===== config.mk =====
export PLATFORM = sky130hd
export DESIGN_NAME = cpu_top
export DESIGN_NICKNAME = d
export VERILOG_FILES = /design/src/verilog/cpu_isa_pkg.sv /design/src/verilog/cpu_pipe_pkg.sv /design/src/verilog/hazard_if.sv /design/src/verilog/fetch_unit.sv /design/src/verilog/decode_unit.sv /design/src/verilog/register_file.sv /design/src/verilog/execute_unit.sv /design/src/verilog/memory_writeback.sv /design/src/verilog/cpu_top.sv
export SDC_FILE = /design/constraint.sdc
export NUM_CORES = 1
export LEC_CHECK = 0
export BUFFER_PORTS_ARGS = -buffer_cell sky130_fd_sc_hd__buf_2
export CORE_UTILIZATION = 35
export DETAILED_ROUTE_END_ITERATION = 7
export GPL_TIMING_DRIVEN = 0
export SETUP_SLACK_MARGIN = 0.2
export SLEW_MARGIN = 20
export SYNTH_ARGS = -nofsm -noshare
export SYNTH_HDL_FRONTEND = slang
export SYNTH_SLANG_ARGS = --single-unit

===== constraint.sdc =====
create_clock -name clk -period 7.1 [get_ports clk]
set_input_delay 1.065 -clock clk [delete_from_list [all_inputs] [get_ports clk]]
set_output_delay 1.065 -clock clk [all_outputs]
set_load 0.02 [all_outputs]

===== src/verilog/cpu_isa_pkg.sv =====
package cpu_isa_pkg;

        // ------------------------------------------------------------
        // widths
        // ------------------------------------------------------------
        localparam int word_width     = 16;
        localparam int reg_addr_width = 2;
        localparam int num_regs       = 4;

        typedef logic [word_width-1:0]     word_t;
        typedef logic [reg_addr_width-1:0] reg_addr_t;

        // ------------------------------------------------------------
        // encodings
        // ------------------------------------------------------------
        // opcode sits in instr[15:12]
        typedef enum logic [3:0] {
                op_adi   = 4'd4,
                op_ori   = 4'd5,
                op_lhi   = 4'd6,
                op_lwd   = 4'd7,
                op_swd   = 4'd8,
                op_rtype = 4'd15
        } opcode_e;

        // func field of r-type, instr[5:0]
        typedef enum logic [5:0] {
                fn_add = 6'd0,
                fn_sub = 6'd1,
                fn_and = 6'd2,
                fn_orr = 6'd3,
                fn_not = 6'd4,
                fn_tcp = 6'd5,
                fn_shl = 6'd6,
                fn_shr = 6'd7,
                fn_wwd = 6'd28,
                fn_hlt = 6'd29
        } func_e;

endpackage


===== src/verilog/cpu_pipe_pkg.sv =====
package cpu_pipe_pkg;
        import cpu_isa_pkg::*;

        // first eight follow the r-type func numbering
        typedef enum logic [3:0] {
                alu_add = 4'd0,
                alu_sub = 4'd1,
                alu_and = 4'd2,
                alu_or  = 4'd3,
                alu_not = 4'd4,
                alu_tcp = 4'd5,
                alu_shl = 4'd6,
                alu_shr = 4'd7,
                alu_lhi = 4'd8
        } alu_op_e;

        typedef enum logic {
                wb_alu    = 1'b0,
                wb_memory = 1'b1
        } wb_src_e;

        typedef struct packed {
                alu_op_e alu_op;
                logic    alu_src_imm;  // operand b from imm
                logic    mem_read;
                logic    mem_write;
                logic    reg_write;
                wb_src_e wb_src;
                logic    is_output;    // wwd
        } ctrl_t;

        typedef struct packed {
                logic      valid;
                ctrl_t     ctrl;
                word_t     rs_data;
                word_t     rt_data;
                word_t     imm;
                reg_addr_t dest;
                logic      is_halt;
        } id_ex_t;

        typedef struct packed {
                logic      valid;
                ctrl_t     ctrl;
                word_t     alu_out;
                word_t     store_data;
                reg_addr_t dest;
                logic      is_halt;
        } ex_mem_t;

endpackage


===== src/verilog/hazard_if.sv =====
interface hazard_if;
        import cpu_isa_pkg::*;

        // one write-enable/destination pair per stage past decode
        logic      ex_we;
        reg_addr_t ex_dest;
        logic      mem_we;
        reg_addr_t mem_dest;
        logic      wb_we;
        reg_addr_t wb_dest;

        modport ex_src (
                output ex_we, ex_dest
        );

        modport mem_src (
                output mem_we, mem_dest,
                output wb_we, wb_dest
        );

        modport check (
                input ex_we, ex_dest,
                input mem_we, mem_dest,
                input wb_we, wb_dest
        );

endinterface


===== src/verilog/fetch_unit.sv =====
module fetch_unit (
        input  logic               clk,
        input  logic               reset_n,
        input  logic               i_stall,
        input  logic               i_halt_seen,
        input  cpu_isa_pkg::word_t i_i_data,
        output cpu_isa_pkg::word_t o_i_address,
        output logic               o_i_read,
        output logic               o_if_valid,
        output cpu_isa_pkg::word_t o_if_instr
);
        import cpu_isa_pkg::*;

        word_t pc;
        logic  running;         // set one cycle after reset leaves

        assign o_i_address = pc;
        assign o_i_read    = running && !i_halt_seen;

        // pc holds on stall or once hlt reached decode
        always_ff @(posedge clk) begin
                if (!reset_n) begin
                        pc      <= '0;
                        running <= 1'b0;
                end else begin
                        running <= 1'b1;
                        if (running && !i_stall && !i_halt_seen)
                                pc <= pc + 1'b1;
                end
        end

        // ------------------------------------------------------------
        // IF/ID register
        // ------------------------------------------------------------
        always_ff @(posedge clk) begin
                if (!reset_n) begin
                        o_if_valid <= 1'b0;
                end else if (!i_stall) begin
                        o_if_valid <= running && !i_halt_seen;
                        o_if_instr <= i_i_data;
                end
        end

endmodule


===== src/verilog/decode_unit.sv =====
module decode_unit (
        input  logic                    clk,
        input  logic                    reset_n,
        input  logic                    i_if_valid,
        input  cpu_isa_pkg::word_t      i_if_instr,
        output cpu_isa_pkg::reg_addr_t  o_rs_addr,
        output cpu_isa_pkg::reg_addr_t  o_rt_addr,
        input  cpu_isa_pkg::word_t      i_rs_data,
        input  cpu_isa_pkg::word_t      i_rt_data,
        hazard_if.check                 hz,
        output logic                    o_stall,
        output logic                    o_halt_seen,
        output cpu_pipe_pkg::id_ex_t    o_id_ex
);
        import cpu_isa_pkg::*;
        import cpu_pipe_pkg::*;

        opcode_e   opcode;
        func_e     func;
        reg_addr_t rs;
        reg_addr_t rt;
        reg_addr_t rd;
        word_t     imm;
        ctrl_t     ctrl;
        logic      uses_rs;
        logic      uses_rt;
        logic      is_hlt;
        logic      hlt_now;
        logic      halt_q;     // sticky, hlt already passed decode

        // true if some in-flight writer still owns this register
        function automatic logic pending(input reg_addr_t addr);
                return (hz.ex_we && hz.ex_dest == addr) ||
                       (hz.mem_we && hz.mem_dest == addr) ||
                       (hz.wb_we && hz.wb_dest == addr);
        endfunction

        assign opcode    = opcode_e'(i_if_instr[15:12]);
        assign func      = func_e'(i_if_instr[5:0]);
        assign rs        = i_if_instr[11:10];
        assign rt        = i_if_instr[9:8];
        assign rd        = i_if_instr[7:6];
        assign o_rs_addr = rs;
        assign o_rt_addr = rt;

        // r-type gets zero so wwd can pass rs through the adder
        assign imm = (opcode == op_rtype) ? '0 :
                     {{(word_width-8){i_if_instr[7]}}, i_if_instr[7:0]};

        // ------------------------------------------------------------
        // control decode
        // ------------------------------------------------------------
        always_comb begin
                ctrl    = '0;
                uses_rs = 1'b0;
                uses_rt = 1'b0;
                is_hlt  = 1'b0;
                case (opcode)
                        op_adi, op_ori, op_lhi: begin
                                ctrl.alu_op      = (opcode == op_ori) ? alu_or :
                                                   (opcode == op_lhi) ? alu_lhi : alu_add;
                                ctrl.alu_src_imm = 1'b1;
                                ctrl.reg_write   = 1'b1;
                                uses_rs          = (opcode != op_lhi);
                        end
                        op_lwd: begin
                                ctrl.alu_src_imm = 1'b1;     // rs + imm
                                ctrl.mem_read    = 1'b1;
                                ctrl.reg_write   = 1'b1;
                                ctrl.wb_src      = wb_memory;
                                uses_rs          = 1'b1;
                        end
                        op_swd: begin
                                ctrl.alu_src_imm = 1'b1;
                                ctrl.mem_write   = 1'b1;
                                uses_rs          = 1'b1;
                                uses_rt          = 1'b1;     // store data
                        end
                        op_rtype: begin
                                uses_rs = (func != fn_hlt);
                                case (func)
                                        fn_add, fn_sub, fn_and, fn_orr,
                                        fn_not, fn_tcp, fn_shl, fn_shr: begin
                                                ctrl.alu_op    = alu_op_e'({1'b0, func[2:0]});
                                                ctrl.reg_write = 1'b1;
                                                uses_rt        = (func <= fn_orr);
                                        end
                                        fn_wwd: begin
                                                ctrl.alu_src_imm = 1'b1;
                                                ctrl.is_output   = 1'b1;
                                        end
                                        fn_hlt:  is_hlt = 1'b1;
                                        default: ;
                                endcase
                        end
                        default: ;      // unknown opcode retires as nop
                endcase
        end

        assign hlt_now     = i_if_valid && is_hlt && !halt_q;
        assign o_halt_seen = halt_q || hlt_now;
        assign o_stall     = i_if_valid && !halt_q &&
                             ((uses_rs && pending(rs)) || (uses_rt && pending(rt)));

        // ------------------------------------------------------------
        // ID/EX register, bubble on stall or after hlt
        // ------------------------------------------------------------
        always_ff @(posedge clk) begin
                if (!reset_n) begin
                        halt_q        <= 1'b0;
                        o_id_ex.valid <= 1'b0;
                end else begin
                        if (hlt_now)
                                halt_q <= 1'b1;
                        o_id_ex.valid   <= i_if_valid && !o_stall && !halt_q;
                        o_id_ex.ctrl    <= ctrl;
                        o_id_ex.rs_data <= i_rs_data;
                        o_id_ex.rt_data <= i_rt_data;
                        o_id_ex.imm     <= imm;
                        o_id_ex.dest    <= (opcode == op_rtype) ? rd : rt;
                        o_id_ex.is_halt <= is_hlt;
                end
        end

endmodule


===== src/verilog/register_file.sv =====
module register_file (
        input  logic                   clk,
        input  logic                   reset_n,
        input  cpu_isa_pkg::reg_addr_t i_rs_addr,
        input  cpu_isa_pkg::reg_addr_t i_rt_addr,
        output cpu_isa_pkg::word_t     o_rs_data,
        output cpu_isa_pkg::word_t     o_rt_data,
        input  logic                   i_write,
        input  cpu_isa_pkg::reg_addr_t i_write_addr,
        input  cpu_isa_pkg::word_t     i_write_data
);
        import cpu_isa_pkg::*;

        word_t regs [num_regs];

        // reads are combinational, no write-through
        assign o_rs_data = regs[i_rs_addr];
        assign o_rt_data = regs[i_rt_addr];

        always_ff @(posedge clk) begin
                if (!reset_n) begin
                        for (int i = 0; i < num_regs; i++)
                                regs[i] <= '0;
                end else if (i_write) begin
                        regs[i_write_addr] <= i_write_data;
                end
        end

endmodule


===== src/verilog/execute_unit.sv =====
module execute_unit (
        input  logic                  clk,
        input  logic                  reset_n,
        input  cpu_pipe_pkg::id_ex_t  i_id_ex,
        hazard_if.ex_src              hz,
        output cpu_pipe_pkg::ex_mem_t o_ex_mem
);
        import cpu_isa_pkg::*;
        import cpu_pipe_pkg::*;

        word_t op_a;
        word_t op_b;
        word_t alu_out;

        assign op_a = i_id_ex.rs_data;
        assign op_b = i_id_ex.ctrl.alu_src_imm ? i_id_ex.imm : i_id_ex.rt_data;

        // destination of the instruction now in EX
        assign hz.ex_we   = i_id_ex.valid && i_id_ex.ctrl.reg_write;
        assign hz.ex_dest = i_id_ex.dest;

        // ------------------------------------------------------------
        // ALU, 16 bit wraparound
        // ------------------------------------------------------------
        always_comb begin
                case (i_id_ex.ctrl.alu_op)
                        alu_add: alu_out = op_a + op_b;
                        alu_sub: alu_out = op_a - op_b;
                        alu_and: alu_out = op_a & op_b;
                        alu_or:  alu_out = op_a | op_b;
                        alu_not: alu_out = ~op_a;
                        alu_tcp: alu_out = ~op_a + 1'b1;
                        alu_shl: alu_out = {op_a[word_width-2:0], 1'b0};
                        alu_shr: alu_out = {op_a[word_width-1], op_a[word_width-1:1]}; // arith
                        alu_lhi: alu_out = {op_b[7:0], 8'h00};
                        default: alu_out = '0;
                endcase
        end

        // EX/MEM register
        always_ff @(posedge clk) begin
                if (!reset_n) begin
                        o_ex_mem.valid <= 1'b0;
                end else begin
                        o_ex_mem.valid      <= i_id_ex.valid;
                        o_ex_mem.ctrl       <= i_id_ex.ctrl;
                        o_ex_mem.alu_out    <= alu_out;
                        o_ex_mem.store_data <= i_id_ex.rt_data;
                        o_ex_mem.dest       <= i_id_ex.dest;
                        o_ex_mem.is_halt    <= i_id_ex.is_halt;
                end
        end

endmodule


===== src/verilog/memory_writeback.sv =====
module memory_writeback (
        input  logic                   clk,
        input  logic                   reset_n,
        input  cpu_pipe_pkg::ex_mem_t  i_ex_mem,
        output cpu_isa_pkg::word_t     o_d_address,
        output logic                   o_d_read,
        output logic                   o_d_write,
        output cpu_isa_pkg::word_t     o_d_wdata,
        input  cpu_isa_pkg::word_t     i_d_data,
        hazard_if.mem_src              hz,
        output logic                   o_rf_write,
        output cpu_isa_pkg::reg_addr_t o_rf_write_addr,
        output cpu_isa_pkg::word_t     o_rf_write_data,
        output cpu_isa_pkg::word_t     o_output_port,
        output logic                   o_output_active,
        output logic                   o_is_halted,
        output cpu_isa_pkg::word_t     o_num_inst
);
        import cpu_isa_pkg::*;
        import cpu_pipe_pkg::*;

        ex_mem_t mem_wb;
        word_t   wb_load;       // word read during MEM

        // ------------------------------------------------------------
        // MEM
        // ------------------------------------------------------------
        assign o_d_address = i_ex_mem.alu_out;
        assign o_d_read    = i_ex_mem.valid && i_ex_mem.ctrl.mem_read;
        assign o_d_write   = i_ex_mem.valid && i_ex_mem.ctrl.mem_write;
        assign o_d_wdata   = i_ex_mem.store_data;

        assign hz.mem_we   = i_ex_mem.valid && i_ex_mem.ctrl.reg_write;
        assign hz.mem_dest = i_ex_mem.dest;

        always_ff @(posedge clk) begin
                if (!reset_n) begin
                        mem_wb.valid <= 1'b0;
                end else begin
                        mem_wb  <= i_ex_mem;
                        wb_load <= i_d_data;
                end
        end

        // ------------------------------------------------------------
        // WB
        // ------------------------------------------------------------
        assign o_rf_write      = mem_wb.valid && mem_wb.ctrl.reg_write;
        assign o_rf_write_addr = mem_wb.dest;
        assign o_rf_write_data = (mem_wb.ctrl.wb_src == wb_memory) ? wb_load : mem_wb.alu_out;

        assign hz.wb_we   = o_rf_write;
        assign hz.wb_dest = mem_wb.dest;

        assign o_output_port   = mem_wb.alu_out;        // rs + 0 for wwd
        assign o_output_active = mem_wb.valid && mem_wb.ctrl.is_output;

        // retirement count and halt flag
        always_ff @(posedge clk) begin
                if (!reset_n) begin
                        o_num_inst  <= '0;
                        o_is_halted <= 1'b0;
                end else if (mem_wb.valid) begin
                        o_num_inst <= o_num_inst + 1'b1;
                        if (mem_wb.is_halt)
                                o_is_halted <= 1'b1;
                end
        end

endmodule


===== src/verilog/cpu_top.sv =====
module cpu_top (
        input  logic               clk,
        input  logic               reset_n,
        output cpu_isa_pkg::word_t o_i_address,
        output logic               o_i_read,
        input  cpu_isa_pkg::word_t i_i_data,
        output cpu_isa_pkg::word_t o_d_address,
        output logic               o_d_read,
        output logic               o_d_write,
        output cpu_isa_pkg::word_t o_d_wdata,
        input  cpu_isa_pkg::word_t i_d_data,
        output cpu_isa_pkg::word_t o_output_port,
        output logic               o_output_active,
        output logic               o_is_halted,
        output cpu_isa_pkg::word_t o_num_inst
);
        import cpu_isa_pkg::*;
        import cpu_pipe_pkg::*;

        logic      stall;
        logic      halt_seen;
        logic      if_valid;
        word_t     if_instr;
        reg_addr_t rs_addr;
        reg_addr_t rt_addr;
        word_t     rs_data;
        word_t     rt_data;
        id_ex_t    id_ex;
        ex_mem_t   ex_mem;
        logic      rf_write;
        reg_addr_t rf_write_addr;
        word_t     rf_write_data;

        hazard_if u_hz ();

        fetch_unit u_fetch (
                .clk         (clk),
                .reset_n     (reset_n),
                .i_stall     (stall),
                .i_halt_seen (halt_seen),
                .i_i_data    (i_i_data),
                .o_i_address (o_i_address),
                .o_i_read    (o_i_read),
                .o_if_valid  (if_valid),
                .o_if_instr  (if_instr)
        );

        decode_unit u_decode (
                .clk         (clk),
                .reset_n     (reset_n),
                .i_if_valid  (if_valid),
                .i_if_instr  (if_instr),
                .o_rs_addr   (rs_addr),
                .o_rt_addr   (rt_addr),
                .i_rs_data   (rs_data),
                .i_rt_data   (rt_data),
                .hz          (u_hz.check),
                .o_stall     (stall),
                .o_halt_seen (halt_seen),
                .o_id_ex     (id_ex)
        );

        register_file u_rf (
                .clk          (clk),
                .reset_n      (reset_n),
                .i_rs_addr    (rs_addr),
                .i_rt_addr    (rt_addr),
                .o_rs_data    (rs_data),
                .o_rt_data    (rt_data),
                .i_write      (rf_write),
                .i_write_addr (rf_write_addr),
                .i_write_data (rf_write_data)
        );

        execute_unit u_execute (
                .clk      (clk),
                .reset_n  (reset_n),
                .i_id_ex  (id_ex),
                .hz       (u_hz.ex_src),
                .o_ex_mem (ex_mem)
        );

        memory_writeback u_mem_wb (
                .clk             (clk),
                .reset_n         (reset_n),
                .i_ex_mem        (ex_mem),
                .o_d_address     (o_d_address),
                .o_d_read        (o_d_read),
                .o_d_write       (o_d_write),
                .o_d_wdata       (o_d_wdata),
                .i_d_data        (i_d_data),
                .hz              (u_hz.mem_src),
                .o_rf_write      (rf_write),
                .o_rf_write_addr (rf_write_addr),
                .o_rf_write_data (rf_write_data),
                .o_output_port   (o_output_port),
                .o_output_active (o_output_active),
                .o_is_halted     (o_is_halted),
                .o_num_inst      (o_num_inst)
        );

endmodule


=== Yosys cells after proc, flatten, opt, wreduce, memory -nomap -nowiden ===
Memory sizes are Yosys's and may differ from the RTL's. A register that Yosys moved wholly into a read port is not among the register bits.
Index checks and enable logic that the tools add are counted.

* Bits in registers: 152
* Bits in latches: 0
* RAM bits: 64
* ROM bits: 0
* Memories kept: 1

* Add/subtract/negate cells: 5
* Multipliers: 0
* Divide/modulo/power cells: 0
* Magnitude comparators: 1
* Eq/ne operators: 31
* Shift-type cells: 0
* Multiplexer cells: 27
* Bitwise gates (word level): 4
* Reduce and logical (&&, ||, !) cells: 42

{| class="wikitable"
|+ Memories
! memory !! depth !! bits a word !! rd ports !! clocked after memory_dff !! wr ports !! line !! RTL
|-
| u_rf.regs || 4 || 16 || 2 || 2 || 4 || register_file.sv:14 || <nowiki>word_t regs [num_regs];</nowiki>
|}

{| class="wikitable"
|+ Operators by type and width
! kind !! number
|-
| $pmux 16 s9 || 1
|-
| $add 16x1->16 const B || 3
|-
| $mux 16 || 3
|-
| $eq 4x3->1 const B || 8
|-
| $eq 6x3->1 const B || 4
|-
| $logic_and 1x1->1 || 23
|-
| $add 16x16->16 || 1
|-
| $and 16x16->16 || 1
|-
| $not 16->16 || 1
|-
| $or 16x16->16 || 1
|-
| $reduce_or 16->1 || 1
|-
| $sub 16x16->16 || 1
|-
| $mux 1 || 13
|-
| $eq 2x2->1 || 6
|-
| $eq 4x4->1 const B || 3
|-
| $eq 6x2->1 const B || 2
|-
| $eq 6x5->1 const B || 2
|-
| $eq 4x2->1 const B || 2
|-
| $mux 4 || 2
|-
| $pmux 4 s2 || 1
|-
| $reduce_or 8->1 || 1
|-
| $eq 6x1->1 const B || 1
|-
| $le 6x2->1 const B || 1
|-
| $logic_not 6->1 || 1
|-
| other kinds (16) || 27
|}

=== Depth between registers and ports, before layout ===
* Depth after elaboration: 10
* Depth in mapped cells: 19

=== Modules after synthesis ===
A second synthesis with hierarchy kept.

* Cells, all modules: 1045
* Area, all modules: 13223.9 um2

{| class="wikitable"
|+ By module, submodules not included
! module !! instances !! cells an instance !! area each (um2) !! seq. area each (um2)
|-
| execute_unit || 1 || 415 || 3910.0 || 1371.3
|-
| register_file || 1 || 186 || 3273.1 || 1921.8
|-
| memory_writeback || 1 || 203 || 2573.7 || 1501.4
|-
| decode_unit || 1 || 131 || 2149.6 || 1601.5
|-
| fetch_unit || 1 || 110 || 1317.5 || 840.8
|}

=== Worst setup path after synthesis ===
OpenSTA, ideal clock, no wires.

* Kind: reg2reg
* From: register u_decode.o_id_ex[56] in the netlist's numbering
* To: register u_execute.o_ex_mem[33] in the netlist's numbering, data pin
* Library setup time: 266 ps
* Arrival: 3650 ps
* Data required time: 6834 ps
* Setup slack: 3184 ps
* Stages on the path, launching flop included: 19
* Path buffers: 3
* Clock period less this slack: 3916 ps
* Cells stage by stage: edfxtp_1 -> buf_4 -> buf_4 -> buf_2 -> mux2i_1 -> ha_1 -> o21ai_0 -> or3b_1 -> nor2_1 -> nand2_1 -> nor2_1 -> a21oi_1 -> xor2_1 -> ha_1 -> nor2b_1 -> a21o_1 -> a221o_1 -> a221oi_1 -> o21ai_1

* Cells in the longest elaborated chain, start to end: 3
* Elaborated cells on any way between the ends: 6
* Classes of those cells: add/sub (2); mux (2); bitwise (2)

{| class="wikitable"
|+ RTL lines
! element !! line !! RTL
|-
| start: declaration || decode_unit.sv:13 || <nowiki>output cpu_pipe_pkg::id_ex_t o_id_ex</nowiki>
|-
| $mux 16 * || execute_unit.sv:16 || <nowiki>assign op_b = i_id_ex.ctrl.alu_src_imm ? i_id_ex.imm : i_id_ex.rt_data;</nowiki>
|-
| $sub 16x16->16 (tied with other cells) || execute_unit.sv:28 || <nowiki>alu_sub: alu_out = op_a - op_b;</nowiki>
|-
| $pmux 16 s9 * || execute_unit.sv:26 || <nowiki>case (i_id_ex.ctrl.alu_op)</nowiki>
|-
| net u_execute.alu_out[14] || execute_unit.sv:13 || <nowiki>word_t alu_out;</nowiki>
|-
| end: declaration || execute_unit.sv:6 || <nowiki>output cpu_pipe_pkg::ex_mem_t o_ex_mem</nowiki>
|}

The timed path passes the listed nets; every way through them passes the cells marked *.
A chain may end at the register's enable or synchronous reset.

=== Worst setup path in the final report ===
* From: register u_decode.o_id_ex[56] in the netlist's numbering
* To: register u_execute.o_ex_mem[34] in the netlist's numbering, data pin

The elaborated chain is that of the path after synthesis.

==> qor.yml <==
outcome:
  outcome: "finished, final reports clean"
floorplan:
  die-area_um2: 36400
  die_h_um: 191
  die_w_um: 191
  rows: 68
  io_pins: 119
  core-area_um2: 34800
  start_util_pct: 35.8
routing:
  drcViolationCount: 0
  initialDrtViolationCount: 683
  wl_met2_um: 14500
  dr.pass1.iters: 5
  vias_per_cell: 5.18
  met1_length_um: 13900
  wl_per_cell_um: 19.0
  route.antenna.remaining_nets: 0
  num_vias: 8500
  highest_layer: "met4"
  wl_um: 31200
  wl_met3_um: 2140
global_routing:
  grt-ovfl-total: 0
  grt_first_pass_wirelength_um: 48000
  antenna_found_initial: 1
  first_global_vias: 8371
  grt_max_degree: 84
  track_usage_pct: 17.2
layout:
  fin_util_pct: 41.8
  nNetsFinal: 1221
  finalInstanceArea_um2: 14500
  area_growth_pct: 16.6
  final_cell_count_no_fill: 1640
  drive_gt1_share_pct: 22.2
  num_antenna_cells: 0
cts:
  cts.root.buffer_cell: "clkbuf_16"
  cts_sinks: 248
  clockBufferDepth: 3
  htreeDepth: 1
  clkLatencyLatePin_ps: 550
  cts.clk_slew.worst_paths_ps: 60
  cts_made_buffers: 28
  post_cts_resized: 0
  cts_hold_buf: 0
  cts_setup_buffers: 0
  tritoncts: "built"
synth:
  synth_edf_count: 209
  synth_top_flop_cell: "edfxtp_1"
  syn_inst: 1015
  syn_avg_cell_area_um2: 12.3
  synth_cell_types: 78
  synth-seq-cells: 248
  ys_warn_count: 0
  syn_nets: 1071
  synth-seq-area-share_pct: 56.6
  synthArstFlopShare_pct: 0
  netlist_area_um2: 12500
placed_design:
  placedCellCount: 1590
  dpl.hpwl_um: 22900
  postPlaceCellArea_um2: 13700
  numPortBuffers: 118
  place.gp.congestion: 0.897
  pre_cts_ws_ps: 1950
power_and_ir_drop:
  powerDensity_nw_per_um2: 252
  leakage_nw: 5.56
  ir_drop_uv: 192
  finalPower_mw: 3.66
worst_setup_path:
  end_kind: "flip-flop"
  crit_top_cell: "o21ai_0"
  ff2ff_setup_slack_ps: 1900
  crit_path_max_incr_delay_ps: 580
  crit_slowest_cell: "mux2i_1"
  crit_required_ps: 7350
  worstPathMaxFanout: 10
  worstReg2RegEnd: "u_execute.o_ex_mem[34]$_DFFE_PP_"
  reg2regPathDepth: 18
  r2r_start: "u_decode.o_id_ex[56]$_DFFE_PP_"
  crit_path_start_kind: "flip-flop"
  criticalPathCategory: "reg -> reg"
  crit_chain: "buf_4, buf_4, buf_2, mux2i_1, ha_1, o21ai_0, or3b_1, nand2_1, xnor2_1, ha_1, o21a_1, o31a_1, o2111ai_1, a21boi_1, a311oi_1, o21ai_0, xnor2_1, o21ai_0"
  cp.arrival_ps: 5460
sta:
  hold_ws_ps: 420
  tightest_slew_ps: 1120
  skew_ps: 30.8
  slew_violations: 0
  finalSetupViolCount: 0
  tns_ps: 0
  hold_violations: 0
  setup_ws_ps: 1900
  relSlewSlack_pct: 24.7
  rsz0062_at_grt: "no"
  max_freq_ghz: 0.192
  timing.final.crit_share_pct: 73.3
  period_needed_ps: 5200
run:
  maxCapViolations: 0
min_path:
  min_to: "u_execute.o_ex_mem[38]$_DFFE_PP_"
  hold_path_class: "reg -> reg"
  whs_path_depth: 0
  min_from: "u_decode.o_id_ex[54]$_DFFE_PP_"
[cell usage after synthesis, types with 5 or more instances]
master / number / area [µm²]
edfxtp_1: 209 / 6280
nor2_1: 107 / 402
nand2_1: 63 / 236
buf_4: 50 / 375
o21ai_0: 48 / 240
and2_1: 44 / 275
xnor2_1: 41 / 359
dfxtp_1: 39 / 781
clkbuf_1: 31 / 116
a21oi_1: 30 / 150
mux2i_1: 27 / 270
mux4_2: 24 / 541
nand3_1: 23 / 115
xor2_1: 22 / 193
ha_1: 21 / 263
nor3_1: 19 / 95.1
inv_1: 17 / 63.8
or3_1: 12 / 75.1
nand4_1: 11 / 68.8
nand2b_1: 10 / 62.6
mux4_1: 8 / 210
nor2b_1: 8 / 50.1
o211ai_1: 8 / 60.1
a211oi_1: 7 / 52.6
and3_1: 7 / 43.8
a21boi_0: 6 / 45.0
o221ai_1: 6 / 52.6
a21o_1: 5 / 37.5
a221oi_1: 5 / 43.8
a31oi_1: 5 / 31.3
buf_2: 5 / 25.0
mux2_2: 5 / 56.3
nor4_1: 5 / 31.3
o21a_1: 5 / 37.5
o22ai_1: 5 / 31.3
o31ai_1: 5 / 37.5
[per-layer routing]
metal	vias to the layer above	global-route usage (%)
li1	4042	-
met1	4121	23.4
met2	288	27.9
met3	49	3.40
met4	0	4.52
met5	-	0
[worst max-delay path: cells and delay by family (launching register included)]
kind	cells	cell delay [ps]
AOI/OAI and AO/OA	8	1950
muxes	1	580
buffers and inverters	3	660
and+or+nand+nor	2	540
DFF	1	340
xor gates and xnor gates	2	200
adders and majority gates	2	630
[flip-flops by register name, indices dropped and copies added, names as in the netlist]
signal and cells:
u_decode.halt_q 1, u_decode.o_id_ex 53, u_execute.o_ex_mem 40, u_fetch.o_i_address 16
u_fetch.o_if_instr 16, u_fetch.o_if_valid 1, u_fetch.running 1, u_mem_wb.hz.wb_dest 2
u_mem_wb.mem_wb 5, u_mem_wb.o_is_halted 1, u_mem_wb.o_num_inst 16, u_mem_wb.o_output_port 16
u_mem_wb.wb_load 16, u_rf.regs 64
[how the worst max path moves through the flow]
stage / startpoint / end / slack [ps]
after floorplan: u_decode.o_id_ex[56]$_DFFE_PP_ / u_execute.o_ex_mem[33]$_DFFE_PP_ / 3180
after global placement: reset_n / u_rf.regs[1][14]$_SDFFCE_PN0P_ / 530
after detailed placement: reset_n / u_rf.regs[1][12]$_SDFFCE_PN0P_ / 1950
after CTS: u_decode.o_id_ex[56]$_DFFE_PP_ / u_execute.o_ex_mem[34]$_DFFE_PP_ / 1960
after global routing: u_decode.o_id_ex[56]$_DFFE_PP_ / u_execute.o_ex_mem[34]$_DFFE_PP_ / 1580
final: u_decode.o_id_ex[56]$_DFFE_PP_ / u_execute.o_ex_mem[34]$_DFFE_PP_ / 1900
[logic make-up after synthesis]
family          count (synthesis)  synth area share, %
flops                         248                 56.6
mux                            64                 8.64
buf+inv                       109                 5.02
compound gates                166                 9.11
fa+ha+maj                      22                 2.27
xor+xnor                       64                 4.56
simple gates                  342                 13.8
[layout make-up]
class	count	area, µm²
Fill cell	3317	20300
Inverter	17	63.8
Timing Repair Buffer	120	643
Tap cell	455	569
Clock inverter	16	115
Sequential cell	248	7060
Buffer	92	562
Multi-Input combinational cell	658	4800
Clock buffer	34	723
[power by group]
group          total [mW]  internal [mW]  switching [mW]
sequential           1.77           1.69          0.0825
combinational       0.559          0.239           0.320
clock                1.33          0.758           0.569
total                3.66           2.69           0.971
[cells in the final DEF (no fill, tap or decap), types with 7 or more instances in the layout]
cell and n:
mux4_2 24, a21oi_1 30, ha_1 21, nand3_1 23, and3_1 7, o211ai_1 8, or3_1 12, nand4_1 11
clkbuf_16 28, clkbuf_1 37, a211oi_1 7, o21ai_0 47, mux4_1 8, nand2_1 63, buf_4 50, dfxtp_1 39
buf_2 122, xnor2_1 41, and2_1 44, nor2b_1 8, nand2b_1 10, nor3_1 17, inv_1 17, edfxtp_1 209
xor2_1 22, mux2i_1 27, nor2_1 107
Note: power is estimated with default switching activity, not from simulation.
